[config.mk]
export PLATFORM = sky130hd
export DESIGN_NAME = predictor_config
export DESIGN_NICKNAME = d
export VERILOG_FILES = /design/src/bp_pkg.sv /design/src/predictor_config.sv
export SDC_FILE = /design/constraint.sdc
export NUM_CORES = 1
export LEC_CHECK = 0
export ABC_CLOCK_PERIOD_IN_PS = 2600
export BUFFER_PORTS_ARGS = -buffer_cell sky130_fd_sc_hd__buf_2
export CELL_PAD_IN_SITES_DETAIL_PLACEMENT = 1
export CELL_PAD_IN_SITES_GLOBAL_PLACEMENT = 2
export CORE_ASPECT_RATIO = 2
export CORE_MARGIN = 4
export CORE_UTILIZATION = 35
export CTS_BUF_LIST = sky130_fd_sc_hd__clkbuf_8 sky130_fd_sc_hd__clkbuf_16
export CTS_CLUSTER_DIAMETER = 100
export DETAILED_ROUTE_END_ITERATION = 16
export PLACE_DENSITY_LB_ADDON = 0.1
export SYNTH_ARGS = -nofsm -noshare
export SYNTH_HDL_FRONTEND = slang
export SYNTH_SLANG_ARGS = --single-unit
[constraint.sdc]
create_clock -name clk -period 2.6 [get_ports clk]
set_input_delay 0.26 -clock clk [delete_from_list [all_inputs] [get_ports clk]]
set_output_delay 0.26 -clock clk [all_outputs]
set_load 0.01 [all_outputs]
[src/bp_pkg.sv]
`default_nettype none

package bp_pkg;

    // Branch PC
    localparam int PC_W = 32;

    // Local history table, indexed by pc[9:2]
    localparam int BHT_ENTRIES = 256;
    localparam int BHT_IDX_W   = 8;
    localparam int BHR_LEN     = 10;

    // Counter tables of the local and gshare predictors
    localparam int PHT_ENTRIES = 1024;
    localparam int PHT_IDX_W   = 10;

    // Global history length, matches the counter index width
    localparam int GHR_LEN = 10;

    // Chooser table, indexed by pc[9:2]
    localparam int CHOICE_ENTRIES = 256;
    localparam int CHOICE_IDX_W   = 8;

    // Configuration port data width
    localparam int CFG_DATA_W = 32;

    // Two-bit saturating counter, upper bit is taken (or prefer global)
    typedef logic [1:0] ctr2_t;

    typedef enum logic [1:0] {
        MODE_STATIC_NT  = 2'd0,
        MODE_LOCAL      = 2'd1,
        MODE_GLOBAL     = 2'd2,
        MODE_TOURNAMENT = 2'd3
    } pred_mode_e;

    typedef enum logic [1:0] {
        REG_MODE        = 2'd0,
        REG_COMMITS     = 2'd1,
        REG_MISPREDICTS = 2'd2,
        REG_CLEAR       = 2'd3
    } cfg_reg_e;

    // One step toward the outcome, saturating at 00 and 11
    function automatic ctr2_t ctr2_step(input ctr2_t ctr, input logic up);
        ctr2_t next_ctr;
        next_ctr = ctr;
        if (up && ctr != 2'b11) begin
            next_ctr = ctr + 2'b01;
        end else if (!up && ctr != 2'b00) begin
            next_ctr = ctr - 2'b01;
        end
        return next_ctr;
    endfunction

endpackage

`default_nettype wire
[src/predictor_config.sv]
`timescale 1ns/1ps
`default_nettype none

module predictor_config (
    input  wire                             clk,
    input  wire                             rst,
    input  wire                             cfg_write,
    input  wire bp_pkg::cfg_reg_e           cfg_addr,
    input  wire [bp_pkg::CFG_DATA_W-1:0]    cfg_wdata,
    input  wire                             commit_update,
    input  wire                             commit_pred_taken,
    input  wire                             commit_taken,
    output logic [bp_pkg::CFG_DATA_W-1:0]   cfg_rdata,
    output bp_pkg::pred_mode_e              mode
);

    logic [bp_pkg::CFG_DATA_W-1:0] commits;
    logic [bp_pkg::CFG_DATA_W-1:0] mispredicts;
    logic                          commits_wrapped;
    logic                          clear;

    assign clear = cfg_write && cfg_addr == bp_pkg::REG_CLEAR;

    always_ff @(posedge clk) begin
        if (rst) begin
            mode <= bp_pkg::MODE_TOURNAMENT;
        end else if (cfg_write && cfg_addr == bp_pkg::REG_MODE) begin
            mode <= bp_pkg::pred_mode_e'(cfg_wdata[1:0]);
        end
    end

    // Clear wins over a commit in the same cycle
    always_ff @(posedge clk) begin
        if (rst || clear) begin
            commits         <= '0;
            mispredicts     <= '0;
            commits_wrapped <= 1'b0;
        end else if (commit_update) begin
            commits <= commits + 1'b1;
            if (commits == '1) begin
                commits_wrapped <= 1'b1;
            end
            if (commit_pred_taken != commit_taken) begin
                mispredicts <= mispredicts + 1'b1;
            end
        end
    end

    // Combinational read, the clear address reads as zero
    always_comb begin
        case (cfg_addr)
            bp_pkg::REG_MODE:        cfg_rdata = {{(bp_pkg::CFG_DATA_W-2){1'b0}}, mode};
            bp_pkg::REG_COMMITS:     cfg_rdata = commits;
            bp_pkg::REG_MISPREDICTS: cfg_rdata = mispredicts;
            default:                 cfg_rdata = '0;
        endcase
    end

    a_mispredicts_bounded: assert property (
        @(posedge clk) disable iff (rst)
        !commits_wrapped |-> mispredicts <= commits
    ) else $error("mispredicts %0d exceed commits %0d", mispredicts, commits);

endmodule

`default_nettype wire

# Yosys cells after proc, flatten, opt, wreduce, memory -nomap -nowiden
# Index checks and enable logic that the tools add are counted.
[op_classes]
n_reduce_logical = 5
add_sub_neg = 2
eq_ne = 4
n_mux = 1
[ops]
columns = ["operator", "count"]
rows = [
  ["one-hot mux 32 bit (3 select lines)", 1],
  ["adder 32 x 1 -> 32 bit, second input constant", 2],
  ["equality test 2 bit, second input constant", 2],
  ["equality test 2 x 1 -> 1 bit, second input constant", 1],
  ["logical AND 1 bit", 2],
  ["zero test 2 bit", 1],
  ["AND reduction 2 bit", 1],
  ["logical OR 1 bit", 1],
  ["!= test 1 bit", 1],
]
[word_totals]
regBits = 66
wordCells = 15
in_bits = 40

# Longest topological paths before layout
[depth]
word_depth = 3
depth_mapped = 7

# Worst setup path after synthesis
# OpenSTA, ideal clock, no wires.
[synth_path]
path_kind = "reg-to-reg"
startpoint = "register commits[0] in the netlist's numbering"
endpoint = "register commits[28] in the netlist's numbering"
path_stages_with_launch = 8
synth_period_minus_slack_ps = 1646
arrival_time_ps = 1518
slack_ps = 954
setup_time_ps = 128
path_cell_list = "dfxtp_1 > ha_1 > and3_2 > nand4_1 > buf_6 > nor4_1 > xnor2_1 > nor2_1"
[synth_via]
elab_chain_cells = 1
[synth_lines]
columns = ["item", "line_no", "text"]
rows = [
  ["start, declared", "predictor_config.sv:17", "logic [bp_pkg::CFG_DATA_W-1:0] commits;"],
  ["start signal, assigned", "predictor_config.sv:39", "commits <= commits + 1'b1;"],
  ["adder 32 x 1 -> 32 bit", "predictor_config.sv:39", ""],
]
# Every way passes these cells.
# A chain may end at the register's enable or synchronous reset.

# Worst setup path after layout
[layout_path]
startpoint = "register commits[3] in the netlist's numbering"
endpoint = "register commits[19] in the netlist's numbering"
# The elaborated chain is that of the path after synthesis.

==> results.tsv <==
metric	value	unit
Pleak	1.560	nW
Hold Fails Final Rpt	0	
CP Capture Type	flop	
full die area	11340	um^2
Root Buffer	clkbuf_16	
Clock Sinks	66	
vias in the first global route	3266	
Critical R2R Launch	commits[3]$_SDFFE_PP0P_	
critical path launch point type	flop	
M3 GR Usage	0.03704	
ys async rst share	0	
first-pass GRT wire length	16.44	mm
hold_buf cts	0	
Synth top area share	0.3927	
Tcrit/Tclk final	0.7317	
Setup Buffers After CTS	0	
Post-DP HPWL	7.044	mm
vias	2957	
M1 GR Usage	0.1845	
Starting Density	0.3585	
FF-to-FF setup slack	0.70	ns
CTS buffer count	9	
PortBufs	43	
number of max-cap violations	0	
Slew @ Worst Pin	0.6861	ns
Final Critical Period	1.903	ns
clk_lat worst skew	0.33	ns
Finish-stage setup viols	0	
RePlAce Congestion	0.7309	
top cells by area, synth	dfxtp_1 39%, a22o_1 7.8%, xor2_1 7.8%	
Via density	5.569	
# fillers	1129	
fin. max-slew vios	0	
gr ovfl total	0	
#FFs+latches synth	66	
top cells by count, synth	66 x dfxtp_1, 59 x nor2_1, 30 x a22o_1, 30 x xor2_1, 27 x xnor2_1	
highest clock rate	525.6	MHz
WS Path Type	flop to flop	
Mapped Area	3364	um^2
max_slew headroom	0.5393	
share of layout cells above drive strength 1	0.1944	
initial antenna violation count	0	
DR iter-0 viols	90	
register area	1321	um^2
Area growth syn-to-layout	19.19	%
worst hold-check path type	primary input to flop	
Clock Path Buffers	2	
ys flop type	dfxtp_1	
Hold Startpoint	cfg_wdata[0]	
RR Endpoint	commits[19]$_SDFFE_PP0P_	
FF-to-FF path depth	6	
setup tns final	0	ns
Peak VDD IR	328.6	uV
# DRC	0	
die width	77.33	um
library cells used by synthesis	39	
CTS tree	built	
Worst Hold Margin	0.1396	ns
synthesized instance count	381	
M2 GR Usage	0.3575	
Core ar.	9384	um^2
final core utilization	0.4273	
Worst Path Arrival	2.12	ns
Hold Path Sink	mode[0]$_SDFFE_PP1P_	
area of the multi-input gates	1919	um^2
EDFF count, synth	0	
Synth area leader	dfxtp_1	
fin nets	464	
WL final	9.707	mm
Finished Layout Cells	531	
H-tree levels	3	
Diodes inserted	0	
post-cts resize count	0	
Die Height	146.7	um
number of placement rows	50	
yosys warns	0	
Worst Hold Depth	2	
largest net degree at the start of global routing	33	
Tot Pwr	2.395	mW
most frequent cell after synthesis	dfxtp_1	
post-synthesis sequential area ratio	0.3927	
required time of the worst setup path	2.82	ns
Post-Syn Nets	423	
outcome	complete, no violations	
Total Routing Usage GR	0.1827	
Placed Instances	515	
detailed-router iteration count before antenna repair	3	
CTS clk-pin slew, worst paths	0.05	ns
io pins	74	
skew final	0.007442	ns
Syn Area/Cell	8.831	um^2
RSZ-0062 raised after global routing	false	
antenna viol nets, final	0	
critical path fanouts, max	7	
GRT Max-Usage Layer	met2	
Power Dens Cells	597.3	nW/um^2
drt wl/cell	18.28	um
-- flip-flops by register name, indices dropped and copies added, names as in the netlist --
signal	flops
mode	2
commits	32
mispredicts	32
-- cell families (layout without fill, tap and decap cells) --
| group | Yosys count | in the layout | synth area share |
|---|---|---|---|
| buffers and inverters | 29 | 75 | 0.03830 |
| multiplexers | 5 | 5 | 0.01488 |
| flip-flops | 66 | 66 | 0.3927 |
| XOR/XNOR | 57 | 57 | 0.1484 |
| AO/OA/AOI/OAI | 44 | 44 | 0.1038 |
| adder cells (fa/ha/maj) | 2 | 2 | 0.007437 |
| AND/OR/NAND/NOR | 178 | 178 | 0.2945 |
-- worst max-delay path by stage --
| stage | startpoint | end | slack [ns] | cells past startpoint |
|---|---|---|---|---|
| global placement | commits[3]$_SDFFE_PP0P_ | commits[19]$_SDFFE_PP0P_ | 0.72 | 6 |
| global route | commits[3]$_SDFFE_PP0P_ | commits[13]$_SDFFE_PP0P_ | 0.54 | 5 |
| floorplan | commits[0]$_SDFFE_PP0P_ | commits[28]$_SDFFE_PP0P_ | 0.95 | 7 |
| detailed placement | commits[3]$_SDFFE_PP0P_ | commits[19]$_SDFFE_PP0P_ | 0.71 | 6 |
| CTS | commits[3]$_SDFFE_PP0P_ | commits[19]$_SDFFE_PP0P_ | 0.66 | 6 |
| finish | commits[3]$_SDFFE_PP0P_ | commits[19]$_SDFFE_PP0P_ | 0.70 | 6 |
-- worst max-delay path, stage by stage (launching register included) --
cell and delay, ns:
dfxtp_1 0.41, and3_1 0.32, nand4_1 0.36, buf_4 0.30
nor3_1 0.20, xnor2_1 0.16, nor2_1 0.06
-- area by class of cell --
class | count | share of cell area
multi-input combinational | 286 | 0.4786
timing repair buffer | 52 | 0.07363
clock inverter | 3 | 0.009360
tap | 104 | 0.03245
clock buffer | 13 | 0.06989
inverter | 7 | 0.006552
sequential | 66 | 0.3295
-- report_power, final --
group          switching [mW]  internal [mW]
registers             0.00848           1.02
logic                  0.0663         0.0329
clock network           0.429          0.840
-- metal layers --
metal / wire, um / up-vias / part of all wire
li1: - / 1416 / -
met1: 3717 / 1483 / 0.38
met2: 5562 / 42 / 0.57
met3: 251 / 16 / 0.026
met4: 174 / 0 / 0.018
met5: 0 / - / 0
-- cells in the final DEF, fill, tap and decap left out, drive strengths merged, types with 5 or more instances in the layout --
cell	instances
and2	5
buf	52
nand3	20
xor2	30
nand2	24
nor2b	5
dfxtp	66
clkbuf	13
xnor2	27
o21ai	6
and4	8
a22o	30
nand4	23
nor4	8
and3	6
nor3	11
mux2i	5
nor2	59
inv	9
-- through the flow --
stage               worst slack, ns  area, um^2
floorplan                    0.9544        3364
global placement             0.7200        3692
detailed placement           0.7147        3692
finish                       0.6975        4010
global route                 0.5399        4010
CTS                          0.6557        4010
No activity file was read; power rests on OpenSTA's default activity.
