## config.mk

```make
export PLATFORM = sky130hd
export DESIGN_NAME = tournament_chooser
export DESIGN_NICKNAME = d
export VERILOG_FILES = /design/src/bp_pkg.sv /design/src/tournament_chooser.sv
export SDC_FILE = /design/constraint.sdc
export NUM_CORES = 1
export LEC_CHECK = 0
export BUFFER_PORTS_ARGS = -buffer_cell sky130_fd_sc_hd__buf_4
export CORE_MARGIN = 8
export CORE_UTILIZATION = 65
export DETAILED_ROUTE_END_ITERATION = 8
export PLACE_DENSITY = 0.93
export SLEW_MARGIN = 40
export SYNTH_ARGS = -nofsm -noshare
export SYNTH_HDL_FRONTEND = slang
export SYNTH_SLANG_ARGS = --single-unit
```

## constraint.sdc

```tcl
create_clock -name clk -period 9.62 [get_ports clk]
set_clock_uncertainty 0.1 [all_clocks]
set_input_delay 0.962 -clock clk [delete_from_list [all_inputs] [get_ports clk]]
set_output_delay 0.962 -clock clk [all_outputs]
set_load 0.02 [all_outputs]
```

## src/bp_pkg.sv

```systemverilog
`default_nettype none

package bp_pkg;

    // Branch PC
    localparam int PC_W = 32;

    // Local history table, indexed by pc[9:2]
    localparam int BHT_ENTRIES = 256;
    localparam int BHT_IDX_W   = 8;
    localparam int BHR_LEN     = 10;

    // Counter tables of the local and gshare predictors
    localparam int PHT_ENTRIES = 1024;
    localparam int PHT_IDX_W   = 10;

    // Global history length, matches the counter index width
    localparam int GHR_LEN = 10;

    // Chooser table, indexed by pc[9:2]
    localparam int CHOICE_ENTRIES = 256;
    localparam int CHOICE_IDX_W   = 8;

    // Configuration port data width
    localparam int CFG_DATA_W = 32;

    // Two-bit saturating counter, upper bit is taken (or prefer global)
    typedef logic [1:0] ctr2_t;

    typedef enum logic [1:0] {
        MODE_STATIC_NT  = 2'd0,
        MODE_LOCAL      = 2'd1,
        MODE_GLOBAL     = 2'd2,
        MODE_TOURNAMENT = 2'd3
    } pred_mode_e;

    typedef enum logic [1:0] {
        REG_MODE        = 2'd0,
        REG_COMMITS     = 2'd1,
        REG_MISPREDICTS = 2'd2,
        REG_CLEAR       = 2'd3
    } cfg_reg_e;

    // One step toward the outcome, saturating at 00 and 11
    function automatic ctr2_t ctr2_step(input ctr2_t ctr, input logic up);
        ctr2_t next_ctr;
        next_ctr = ctr;
        if (up && ctr != 2'b11) begin
            next_ctr = ctr + 2'b01;
        end else if (!up && ctr != 2'b00) begin
            next_ctr = ctr - 2'b01;
        end
        return next_ctr;
    endfunction

endpackage

`default_nettype wire
```

## src/tournament_chooser.sv

```systemverilog
`timescale 1ns/1ps
`default_nettype none

module tournament_chooser (
    input  wire                              clk,
    input  wire                              rst,
    input  wire [bp_pkg::PC_W-1:0]           br_pc,
    input  wire bp_pkg::pred_mode_e          mode,
    input  wire                              local_taken,
    input  wire                              global_taken,
    input  wire                              commit_update,
    input  wire [bp_pkg::CHOICE_IDX_W-1:0]   commit_choice_idx,
    input  wire                              commit_local_taken,
    input  wire                              commit_global_taken,
    input  wire                              commit_taken,
    output logic                             pred_taken,
    output logic [bp_pkg::CHOICE_IDX_W-1:0]  pred_choice_idx
);

    // Upper bit set means trust gshare
    bp_pkg::ctr2_t choice [bp_pkg::CHOICE_ENTRIES];

    bp_pkg::ctr2_t cur_choice;
    logic          disagree;

    always_ff @(posedge clk) begin
        if (rst) begin
            pred_choice_idx <= '0;
        end else begin
            pred_choice_idx <= br_pc[bp_pkg::CHOICE_IDX_W+1:2];
        end
    end

    assign cur_choice = choice[pred_choice_idx];

    // Final selection, mode is applied combinationally
    always_comb begin
        case (mode)
            bp_pkg::MODE_STATIC_NT:  pred_taken = 1'b0;
            bp_pkg::MODE_LOCAL:      pred_taken = local_taken;
            bp_pkg::MODE_GLOBAL:     pred_taken = global_taken;
            bp_pkg::MODE_TOURNAMENT: pred_taken = cur_choice[1] ? global_taken : local_taken;
            default:                 pred_taken = 1'b0;
        endcase
    end

    // Nothing to learn when both predictors said the same thing
    assign disagree = commit_local_taken ^ commit_global_taken;

    always_ff @(posedge clk) begin
        if (rst) begin
            for (int i = 0; i < bp_pkg::CHOICE_ENTRIES; i++) begin
                choice[i] <= 2'b00;
            end
        end else if (commit_update && disagree) begin
            choice[commit_choice_idx] <= bp_pkg::ctr2_step(
                choice[commit_choice_idx], commit_global_taken == commit_taken);
        end
    end

    // Mode comes from the config block
    a_mode_legal: assert property (
        @(posedge clk) disable iff (rst)
        !$isunknown(mode) && mode inside {bp_pkg::MODE_STATIC_NT, bp_pkg::MODE_LOCAL,
                                          bp_pkg::MODE_GLOBAL, bp_pkg::MODE_TOURNAMENT}
    ) else $error("illegal prediction mode %0h", mode);

endmodule

`default_nettype wire

```

# After elaboration in Yosys (flattened, before gate mapping)
# Memory sizes are Yosys's and may differ from the RTL's. A register that Yosys moved wholly into a read port is not among the register bits.
# Cells that the tools add are included.
# word_totals
ff_bits,8
ram_bits,512
output_inout_bits,9
n_memories,1
# mem_list
memory,depth,word_bits,read_ports,rd_clocked_by_memory_dff,write_ports,line_no,text
choice,256,2,2,1,256,tournament_chooser.sv:21,bp_pkg::ctr2_t choice [bp_pkg::CHOICE_ENTRIES];
# op_classes
add_sub_neg,2
n_eq_ne,5
n_mux,15
n_bitwise,1
n_reduce_logical,7
# ops
op,n
$mux W8,2
$mux W2,5
$mux W1,7
$eq A2 B2 Y1 const B,2
$pmux W1 S4,1
$logic_and A1 B1 Y1,3
$add A2 B1 Y2 const B,1
$eq A2 B1 Y1 const B,1
$logic_not A2 Y1,1
$ne A2 B2 Y1 const B,1
$reduce_bool A2 Y1,1
$reduce_or A2 Y1,1
$sub A2 B1 Y2 const B,1
$eq A1 B1 Y1,1
$logic_not A1 Y1,1
$xor A1 B1 Y1,1

# Depth between registers and ports, before layout
# depth
word_depth,8
mapped_depth,17
depth_no_buf,12

# Worst setup path after synthesis
# No wires, ideal clock.
# synth_path
path_type,in2reg
from,input commit_choice_idx[0] (netlist bit)
to,"memory choice[200][1] (netlist bit), data pin"
setup_time_ps,270
t_arrival_ps,4898
required_ps,9250
path_slack_ps,4352
stages,14
path_buffers,4
path_cell_list,buf_2 -> buf_4 -> buf_2 -> mux4_2 -> mux4_2 -> mux4_2 -> a31oi_1 -> inv_1 -> ha_1 -> mux2_2 -> and3_1 -> a221oi_4 -> buf_6 -> nor3_1
# synth_rtl
item,line_no,text
from (decl),tournament_chooser.sv:12,"input wire [bp_pkg::CHOICE_IDX_W-1:0] commit_choice_idx,"
to (decl),tournament_chooser.sv:21,

==> results.md <==
- Total GRT Usage: 0.3022
- CTS Root Cell: clkbuf_16
- Synth area leader: edfxtp_1
- Worst-skew pair later-pin latency: 0.61 ns
- RSZ-0062 raised after global routing: no
- Worst slew pin tran: 0.8728 ns
- Status: complete, no violations
- Total core area: 42,130 µm²
- Nets: slightly below 2k
- Sequential area share after synthesis: 0.5586
- CP Cell Sequence: clkbuf_8 > buf_4 > mux4_2 > mux4_2 > a22oi_1 > nand4_1 > a311o_1 > a31oi_1 > inv_1 > ha_1 > mux2_2 > and3_1 > a221oi_4 > buf_4 > nor2_1
- Worst stage delay on the critical path: a little under 0.7 ns
- Multi-input logic area: 11,100 µm²
- Starting DRC count in detailed routing: 3,645
- Post-synth EDFFs: 512
- Post-synth ARST share: 0
- Initial antenna violation count: 1
- Vias per cell: 7.813
- Resize count post-CTS: 0
- Die width: around 220 µm
- #FFs+latches synth: 520
- Critical Path RT: 9.84 ns
- CP arrival: around 6.7 ns
- Final antenna-violating net count: 0
- Final setup fails: 0
- Cells after Synth: about 2.1k
- Crit path launch type: input pin
- Input/output buffers: 34
- Setup tns final: 0 ns
- Worst-path maximum fanout: approximately 60
- Worst VDD drop: about 0.00018 V
- Leakage power: 0.009159 µW
- Final wirelength: 75,850 µm
- Full die area: 49,660 µm²
- Filler cell count: 2,436
- Synth Net Count: 2,126
- Crit end category: register
- PD cells: 179.7 nW/µm²
- Netlist cell types: 59
- Period Utilization, post-route: 0.6759
- Clk slew on worst S/H paths: around 0.060 ns
- Row cnt: 75
- Fin. Hold Viols: 0
- Largest net degree at the start of global routing: 189
- Setup bufs post-CTS: 0
- Layout cell share with drive strength beyond 1: 0.2026
- Num CTS Buffers: 51
- Die height: 222.9 µm
- CTS Sinks: 520
- Max_cap viols: 0
- H-tree depth: 2
- Hold path start: br_pc[2]
- Top delay family on crit path: buffers and inverters
- Cts hold-fix bufs: 0
- Fmax: 153.8 MHz
- Ys flop type: edfxtp_1
- Crit path launch: commit_choice_idx[0]
- Main area contributors after synthesis: edfxtp_1, mux4_2, nor3_1
- Total power: 5311 µW
- TritonRoute pass-1 iters: 6
- P&R area growth vs syn: 6.262%
- Worst path slowest cell: buf_4
- Initial Util: 0.6601
- CTS tree: yes
- Remaining global-route overflow: 0
- Drt drc: 0
- Top Ports: between 50 and 60
- Post-detail-place hpwl: about 42,000 µm
- GP Congestion: 0.8776
- Max-slew headroom: 0.4170
- Mapped cell area: 27,810 µm²
- Clk buf depth: 3
- Via count: just under 20k
- Area share of the largest cell type after synthesis: 0.5528
- WL/cell: approximately 30 µm
- First-pass GRT wire length: 115,300 µm
- Vias in the first global route: 19.69k
- Syn_area_per_cell: 13.41 µm²
- Critical R2R Launch: choice[30][0]
- Synth warnings: 0
- Worst path bufs/invs: 4
- Worst hold path class: in2reg
- Fin crit period: 6.502 ns
- Critical path type: in2reg
- Register Area: 15,540 µm²
- Slew Limit Fails: 0
-- cell usage after synthesis (4+ instances only) --
cell,instances
o21ai_0,6
edfxtp_1,512
buf_2,61
mux4_2,212
o22ai_1,4
mux2i_1,31
dfxtp_1,8
nand3_1,13
mux2_2,16
a32oi_1,4
a21o_1,4
and3_1,4
buf_1,12
nand4_1,10
inv_1,4
clkbuf_1,204
a22oi_1,13
buf_6,11
nand2b_1,32
nor2b_1,24
o21bai_1,229
and2_1,6
nor4_1,6
nor3_1,465
nand2_1,61
nor2_1,74
-- area by class of cell --
type	instances	share of cell area
Clock inverter	26	0.004615
Timing Repair Buffer	79	0.02333
Multi-Input combinational cell	1257	0.3757
Clock buffer	67	0.04666
Antenna cell	2	0.0001693
Sequential cell	520	0.5259
Inverter	6	0.0008467
Tap cell	539	0.02282
-- cells in the final DEF (no fill, tap or decap), types with 24 or more instances in the layout --
| master | netlist | final |
|---|---|---|
| buf_4 | 3 | 69 |
| clkbuf_16 | 0 | 53 |
| edfxtp_1 | 512 | 512 |
| mux2i_1 | 31 | 31 |
| mux4_2 | 212 | 212 |
| nand2_1 | 61 | 49 |
| nand2b_1 | 32 | 32 |
| nor2_1 | 74 | 74 |
| nor2b_1 | 24 | 24 |
| nor3_1 | 465 | 465 |
| o21bai_1 | 229 | 229 |
-- cell families (layout without fill, tap and decap cells) --
| group | Yosys count | after routing | synth area share |
|---|---|---|---|
| simple gates | 705 | 705 | 0.1257 |
| flops | 520 | 520 | 0.5586 |
| buf+inv | 297 | 178 | 0.04620 |
| compound gates | 288 | 288 | 0.07837 |
| mux | 259 | 259 | 0.1893 |
| xor+xnor | 3 | 3 | 0.0009449 |
| fa+ha+maj | 2 | 2 | 0.0008996 |
| other cells | 0 | 2 | 0 |
-- report_power, final --
part / switching (µW) / total [µW] / internal, µW
logic: 574 / 827 / 252
clock network: 853 / 1880 / 1030
registers: 44.5 / 2600 / 2560
total: 1470 / 5310 / 3840
-- registers in the layout (all words and copies together) (netlist names) --
signal	cells
pred_choice_idx	8
choice	512
-- through the flow --
step / hold WS [ns] / cells / cell area (µm²) / util / worst slack, ns
finish: 0.4754 / 2496 / 29550 / 0.7014 / 3.118
global placement: 1.070 / 2398 / 27910 / 0.6625 / 2.931
CTS: 0.4634 / 2493 / 29510 / 0.7004 / 3.244
global route: 0.4784 / 2494 / 29550 / 0.7013 / 3.038
floorplan: 0.9902 / 2074 / 27810 / - / 4.352
detailed placement: 1.076 / 2400 / 28000 / 0.6644 / 2.772
-- metal layers --
layer  up-vias  routed length [µm]  GRT usage  share of wire
li1       7825                   -          -              -
met1      9258               22880     0.3640           0.30
met2      1916               35840     0.4749           0.47
met3       502               11890    0.09576           0.16
met4         0                5235     0.1850          0.069
met5         -                   0          0              0
-- final timing paths --
| check | end | slack, ns | depth (start not counted) |
|---|---|---|---|
| hold / removal | pred_choice_idx[0] | 0.48 | 2 |
| hold reg to reg | choice[212][1] | 1.70 | 6 |
| setup / recovery | choice[170][1] | 3.12 | 15 |
| setup reg to reg | choice[170][1] | 4.32 | 11 |
-- worst register-to-register path, cell delays in order (launching register included) --
cell	delay [ns]
edfxtp_1	0.39
mux4_2	0.49
mux4_2	0.48
nor2b_1	0.17
nor4bb_1	0.75
o2111ai_1	0.52
ha_1	0.40
mux2_2	0.38
and3_1	0.25
a221oi_4	0.27
buf_4	0.65
nor2_1	0.16
(Power assumes the default switching activity.)
