$ cat src/bp_pkg.sv
`default_nettype none

package bp_pkg;

    // Branch PC
    localparam int PC_W = 32;

    // Local history table, indexed by pc[9:2]
    localparam int BHT_ENTRIES = 256;
    localparam int BHT_IDX_W   = 8;
    localparam int BHR_LEN     = 10;

    // Counter tables of the local and gshare predictors
    localparam int PHT_ENTRIES = 1024;
    localparam int PHT_IDX_W   = 10;

    // Global history length, matches the counter index width
    localparam int GHR_LEN = 10;

    // Chooser table, indexed by pc[9:2]
    localparam int CHOICE_ENTRIES = 256;
    localparam int CHOICE_IDX_W   = 8;

    // Configuration port data width
    localparam int CFG_DATA_W = 32;

    // Two-bit saturating counter, upper bit is taken (or prefer global)
    typedef logic [1:0] ctr2_t;

    typedef enum logic [1:0] {
        MODE_STATIC_NT  = 2'd0,
        MODE_LOCAL      = 2'd1,
        MODE_GLOBAL     = 2'd2,
        MODE_TOURNAMENT = 2'd3
    } pred_mode_e;

    typedef enum logic [1:0] {
        REG_MODE        = 2'd0,
        REG_COMMITS     = 2'd1,
        REG_MISPREDICTS = 2'd2,
        REG_CLEAR       = 2'd3
    } cfg_reg_e;

    // One step toward the outcome, saturating at 00 and 11
    function automatic ctr2_t ctr2_step(input ctr2_t ctr, input logic up);
        ctr2_t next_ctr;
        next_ctr = ctr;
        if (up && ctr != 2'b11) begin
            next_ctr = ctr + 2'b01;
        end else if (!up && ctr != 2'b00) begin
            next_ctr = ctr - 2'b01;
        end
        return next_ctr;
    endfunction

endpackage

`default_nettype wire
$ cat src/gshare_predictor.sv
`timescale 1ns/1ps
`default_nettype none

module gshare_predictor (
    input  wire                            clk,
    input  wire                            rst,
    input  wire [bp_pkg::PC_W-1:0]         br_pc,
    input  wire                            commit_update,
    input  wire [bp_pkg::PHT_IDX_W-1:0]    commit_global_idx,
    input  wire                            commit_taken,
    output logic                           global_taken,
    output logic [bp_pkg::PHT_IDX_W-1:0]   pred_global_idx
);

    // Global outcome history, newest outcome in bit 0
    logic [bp_pkg::GHR_LEN-1:0] ghr;

    bp_pkg::ctr2_t pht [bp_pkg::PHT_ENTRIES];

    logic [bp_pkg::PHT_IDX_W-1:0] hash_idx;
    bp_pkg::ctr2_t                cur_ctr;

    assign hash_idx = ghr ^ br_pc[bp_pkg::PHT_IDX_W+1:2];

    // Index register gives the same one-cycle latency as the local side
    always_ff @(posedge clk) begin
        if (rst) begin
            pred_global_idx <= '0;
        end else begin
            pred_global_idx <= hash_idx;
        end
    end

    assign cur_ctr      = pht[pred_global_idx];
    assign global_taken = cur_ctr[1];

    // History only moves at commit
    always_ff @(posedge clk) begin
        if (rst) begin
            ghr <= '0;
        end else if (commit_update) begin
            ghr <= {ghr[bp_pkg::GHR_LEN-2:0], commit_taken};
        end
    end

    always_ff @(posedge clk) begin
        if (rst) begin
            for (int i = 0; i < bp_pkg::PHT_ENTRIES; i++) begin
                pht[i] <= 2'b00;
            end
        end else if (commit_update) begin
            pht[commit_global_idx] <=
                bp_pkg::ctr2_step(pht[commit_global_idx], commit_taken);
        end
    end

    // An unknown outcome would poison both the GHR and the table
    a_commit_taken_known: assert property (
        @(posedge clk) disable iff (rst)
        commit_update |-> !$isunknown(commit_taken)
    ) else $error("commit_taken unknown during commit_update");

endmodule

`default_nettype wire

$ cat config.mk
export PLATFORM = sky130hd
export DESIGN_NAME = gshare_predictor
export DESIGN_NICKNAME = d
export VERILOG_FILES = /design/src/bp_pkg.sv /design/src/gshare_predictor.sv
export SDC_FILE = /design/constraint.sdc
export NUM_CORES = 2
export LEC_CHECK = 0
export BUFFER_PORTS_ARGS = -buffer_cell sky130_fd_sc_hd__buf_4
export CORE_ASPECT_RATIO = 1.5
export CORE_UTILIZATION = 55
export CTS_CLUSTER_SIZE = 8
export DETAILED_ROUTE_END_ITERATION = 6
export PLACE_DENSITY = 0.78
export SETUP_SLACK_MARGIN = 0.15
export SYNTH_ARGS = -nofsm -noshare
export SYNTH_HDL_FRONTEND = slang
export SYNTH_SLANG_ARGS = --single-unit
$ cat constraint.sdc
create_clock -name clk -period 5.9 [get_ports clk]
set_input_delay 0.885 -clock clk [delete_from_list [all_inputs] [get_ports clk]]
set_output_delay 0.885 -clock clk [all_outputs]
set_load 0.01 [all_outputs]
# == After elaboration in Yosys (flattened, before gate mapping) ==
# Memory sizes are Yosys's and may differ from the RTL's. A register that Yosys moved wholly into a read port is not among the register bits.
# Index checks and enable logic that the tools add are counted.
# classes
addsub,2
eq_ne,1
muxes,13
bitwise_logic,1
n_reduce_logical,5
# op_table
op,count
$mux 10,2
$mux 2,5
$xor 10x10->10,1
$mux 1,6
$add 2x1->2 const B,1
$logic_and 1x1->1,2
$ne 2x2->1 const B,1
$reduce_bool 2->1,1
$reduce_or 2->1,1
$sub 2x1->2 const B,1
$logic_not 1->1,1
# word_totals
regBits,20
ram_bits,2048
in_bits,46
n_memories,1
# mem_list
memory,words,word_bits,read_ports,rd_ports_with_merged_regs,wr,line_no,source
pht,1024,2,2,1,1024,gshare_predictor.sv:18,bp_pkg::ctr2_t pht [bp_pkg::PHT_ENTRIES];

# == Longest topological paths before layout ==
# An unclocked memory read counts as a cell.
# depth
ltp_word,8
ltp_mapped,23
mapped_depth_nobuf,14

# == Worst setup path before layout ==
# No wires, ideal clock.
# synth_timing
path_kind,input to register
start,input port commit_global_idx[1] (netlist bit)
end,memory pht[1001][1] (netlist bit) (data pin)
setup_time_ns,0.256
arrival_ns,4.560
required_time_ns,5.644
slack_ns,1.085
cell_stages,18
path_buffers,5
cell_sequence,buf_4 buf_1 mux2i_1 o22ai_1 nor4_1 nand2_1 mux4_2 a22o_1 nor4_4 and2_1 inv_1 ha_1 o21a_1 a22oi_2 buf_4 buf_2 buf_2 nor2_1
# synth_lines
item,line_no,source
"start, declared",gshare_predictor.sv:9,"input wire [bp_pkg::PHT_IDX_W-1:0] commit_global_idx,"
"end, declared",gshare_predictor.sv:18,

==> results.sh <==
export IMPL_outcome="complete, but fails checks"
export IMPL_failed_checks="DRC"
export IMPL_layout_area_seq_um2=61900
export IMPL_p_sw_frac=0.276
export IMPL_fraction_of_registers_with_async_set_or_reset_after_synthesis=0
export IMPL_final_hold_violation_count=0
export IMPL_leading_cell_type_in_the_layout_fill_and_taps_excluded="sky130_fd_sc_hd__edfxtp_1"
export IMPL_clkTransAtPathRegs_ns=0.05
export IMPL_synth_seq_area_share=0.557
export IMPL_p_switching_mw=10.7
export IMPL_synth_top_flop_cell="sky130_fd_sc_hd__edfxtp_1"
export IMPL_drc_errors=6
export IMPL_final_layout_size_suffix_gt1_frac=0.171
export IMPL_max_cap_violations=0
export IMPL_final_max_slew_viol_count=0
export IMPL_synth_net_count=9178
export IMPL_combinationalPowerShare=0.170
export IMPL_wl_met3_mm=60.0
export IMPL_synth_edff_count=2048
export IMPL_die_h_um=552
export IMPL_cts_tree="done"
export IMPL_drt_met1_wl_mm=116
export IMPL_critPathTopFamily="simple AND/OR/NAND/NOR gates"
export IMPL_largest_net_degree_at_the_start_of_global_routing=233
export IMPL_synth_distinct_cells=62
export IMPL_slew_headroom=0.0485
export IMPL_clock_root_buffer="sky130_fd_sc_hd__clkbuf_16"
export IMPL_vias=87808
export IMPL_cell_count_after_synthesis=9130
export IMPL_first_global_vias=86353
export IMPL_holdWs_ns=0.283
export IMPL_critical_setup_path_class="register to output pin"
export IMPL_worst_ir_drop_vdd_mv=0.226
export IMPL_die_w_um=369
export IMPL_io_pin_count=57
export IMPL_layout_nets=8939
export IMPL_grt_ovfl_total=0
export IMPL_floorplan_die_area_um2=204000
export IMPL_detail_route_first_pass_iterations=7
export IMPL_portBuffers=34
export IMPL_grt_setup_unrepaired="no"
export IMPL_placement_rows=201
export IMPL_postCtsHoldBufs=0
export IMPL_fillers=14320
export IMPL_critical_path_max_fanout=30
export IMPL_grt_pass1_wl_mm=569
export IMPL_critPathArrivalTime_ns=4.73
export IMPL_multi_input_area_um2=44200
export IMPL_critical_path_max_stage_delay_ns=1.05
export IMPL_p_clk_frac=0.396
export IMPL_antenna_violations_before_repair=25
export IMPL_detail_route_wirelength_mm=398
export IMPL_finalWorstPathRequiredPeriod_ns=5.62
export IMPL_synthesis_area_per_instance_um2=12.2
export IMPL_finalWeightedCongestion=0.983
export IMPL_grtUsageTotal=0.381
export IMPL_syn_area_um2=111000
export IMPL_synth_register_bits=2068
export IMPL_critPathRequiredTime_ns=5.02
export IMPL_power_density_cell_area_nw_per_um2=312
export IMPL_worstHoldPathType="input port to register"
export IMPL_floorplan_initialDensity=0.555
export IMPL_internal_power_mw=28.2
export IMPL_postCtsResizedCells=0
export IMPL_cp_buffers_inverters=2
export IMPL_finalCritPeriodShare=0.952
export IMPL_startpoint_type="register"
export IMPL_dp_final_hpwl_mm=247
export IMPL_totalPowerFinal_mw=39.0
export IMPL_power_leakage_nw=42.7
export IMPL_worstPathCellList="buf_4 > mux4_2 > nor2_1 > nor2_1 > o22ai_1 > or4b_2 > o22ai_1 > or2_2 > buf_4"
export IMPL_coreArea_um2=200000
export IMPL_final_setup_viol_count=0
export IMPL_route_top_layer_used="met5"
export IMPL_power_sequential_fraction=0.434
export IMPL_synth_yosys_warnings=0
export IMPL_number_of_setup_buffers_added_after_cts=0
export IMPL_worst_clock_skew_ns=0.0555
export IMPL_worst_skew_pair_late_latency_ns=0.87
export IMPL_slowest_stage="sky130_fd_sc_hd__dfxtp_4"
export IMPL_syn2layout_area_growth_pct=12.2
export IMPL_ctsLongestPathBuffers=4
export IMPL_setup_worst_path_end_class="output pin"
export IMPL_max_freq_mhz=178
export IMPL_clock_sinks=2068
export IMPL_vias_per_cell=7.57
export IMPL_worst_pin_slew_ns=1.42
export IMPL_ant_nets=0
export IMPL_met2WireLength_mm=177
export IMPL_post_detailed_route_wirelength_per_cell_um=34.4
export IMPL_drt_first_iter_violations=15327
export IMPL_tritoncts_num_buffers=300
export IMPL_layout_common_cells="sky130_fd_sc_hd__edfxtp_1, sky130_fd_sc_hd__nor3_1, sky130_fd_sc_hd__mux2i_1, sky130_fd_sc_hd__nor4_1, sky130_fd_sc_hd__o21bai_1"
export IMPL_ctsHtreeMaxLevel=5
power by group through the flow:
| stage | Combinational, mW | Clock (mW) | Sequential, mW |
|---|---|---|---|
| 2_1_floorplan | 3.75 | 0 | 17.0 |
| 3_3_place_gp | 6.21 | 0 | 17.1 |
| 3_5_place_dp | 6.33 | 0 | 17.2 |
| 4_1_cts | 6.37 | 15.3 | 16.9 |
| 5_1_grt | 6.73 | 15.8 | 16.9 |
| 6_report | 6.63 | 15.4 | 16.9 |
cells by family after synthesis:
kind of cell,after synthesis,synth area share
compound gates,1172,0.0741
xor+xnor,10,0.000788
fa+ha+maj,2,0.000225
buf+inv,1202,0.0493
flops,2068,0.557
mux,1334,0.161
simple gates,3342,0.157
worst reg2reg max path, delay by kind of cell, from the launching register on:
| kind | cells | cell delay, ns |
|---|---|---|
| AND/OR/NAND/NOR | 6 | 1.81 |
| multiplexers | 2 | 0.88 |
| buffers and inverters | 4 | 0.75 |
| AO/OA/AOI/OAI | 3 | 0.70 |
| flip-flops | 1 | 0.39 |
| adder cells (fa/ha/maj) | 1 | 0.21 |
metal layers:
layer  up-vias  GRT usage
li1      34766          -
met3      2460      0.120
met4        28      0.350
met5         -          0
met1     42152      0.426
met2      8402      0.581
state kept, by name, indices dropped and copies added, names as in the netlist:
signal / count
ghr: 10
pred_global_idx: 10
pht: 2048
path summary, 6_finish.rpt:
path / depth (start not counted) / start / slack (ns) / end
worst max register to register: 16 / pht[159][0] / 0.80 / pht[968][0]
worst max-delay path: 9 / pred_global_idx[2] / 0.28 / global_taken
worst min-delay path: 3 / br_pc[3] / 0.28 / pred_global_idx[1]
worst min register to register: 2 / ghr[9] / 0.52 / ghr[9]
cell usage after synthesis (3+ instances only):
library cell                instances  area share
sky130_fd_sc_hd__nand2_1          499       0.017
sky130_fd_sc_hd__buf_2            437       0.020
sky130_fd_sc_hd__nor3_2            74      0.0067
sky130_fd_sc_hd__nand4_1           17     0.00096
sky130_fd_sc_hd__clkbuf_1         657       0.022
sky130_fd_sc_hd__o21ai_0           31      0.0014
sky130_fd_sc_hd__dfxtp_1           20      0.0036
sky130_fd_sc_hd__a21o_1            45      0.0030
sky130_fd_sc_hd__o2111ai_1         22      0.0017
sky130_fd_sc_hd__nand3b_1           4     0.00027
sky130_fd_sc_hd__buf_6             43      0.0044
sky130_fd_sc_hd__xnor2_1           10     0.00079
sky130_fd_sc_hd__or2_2              6     0.00034
sky130_fd_sc_hd__mux4_2           366       0.074
sky130_fd_sc_hd__nor2b_1           10     0.00056
sky130_fd_sc_hd__inv_1              4     0.00014
sky130_fd_sc_hd__a211oi_1           3     0.00020
sky130_fd_sc_hd__or4b_2             5     0.00045
sky130_fd_sc_hd__buf_1             40      0.0014
sky130_fd_sc_hd__a31oi_1            8     0.00045
sky130_fd_sc_hd__nand3_1           34      0.0015
sky130_fd_sc_hd__edfxtp_1        2048        0.55
sky130_fd_sc_hd__a31o_2             3     0.00024
sky130_fd_sc_hd__mux2_2             6     0.00061
sky130_fd_sc_hd__nor3_1           991       0.045
sky130_fd_sc_hd__buf_8              3     0.00041
sky130_fd_sc_hd__nand4b_2           3     0.00041
sky130_fd_sc_hd__o21bai_1         561       0.038
sky130_fd_sc_hd__nor3b_1            3     0.00020
sky130_fd_sc_hd__a22oi_1           27      0.0018
sky130_fd_sc_hd__mux2i_1          962       0.087
sky130_fd_sc_hd__nor4_1           696       0.039
sky130_fd_sc_hd__buf_4             17      0.0011
sky130_fd_sc_hd__nand2b_1         425       0.024
sky130_fd_sc_hd__and3_1             6     0.00034
sky130_fd_sc_hd__nor2_1           545       0.018
sky130_fd_sc_hd__o22a_1            21      0.0017
sky130_fd_sc_hd__and2_1             6     0.00034
sky130_fd_sc_hd__or3b_2             4     0.00032
sky130_fd_sc_hd__o22ai_1          431       0.024
sky130_fd_sc_hd__o211ai_1           4     0.00027
sky130_fd_sc_hd__nand4bb_2          4     0.00059
sky130_fd_sc_hd__a21oi_1            6     0.00027
layout make-up:
type	count	share of cell area
clock buffer	335	0.0623
timing repair buffer	656	0.0577
multi-input combinational	5860	0.355
antenna	14	0.000281
clock inverter	16	0.00178
sequential	2068	0.497
inverter	5	0.000171
tap	2639	0.0265
per-stage QoR:
stage / instances / utilization / instance area [um2] / setup TNS (ns) / worst slack (ns)
floorplan: 9130 / - / 111000 / 0 / 1.08
global placement: 11227 / 0.583 / 117000 / -39.87 / -0.0957
detailed placement: 11228 / 0.583 / 117000 / -162.79 / -0.197
CTS: 11579 / 0.623 / 125000 / 0 / 0.498
global route: 11582 / 0.623 / 125000 / 0 / 0.362
finish: 11593 / 0.623 / 125000 / 0 / 0.281
Note: power is estimated with default switching activity, not from simulation.
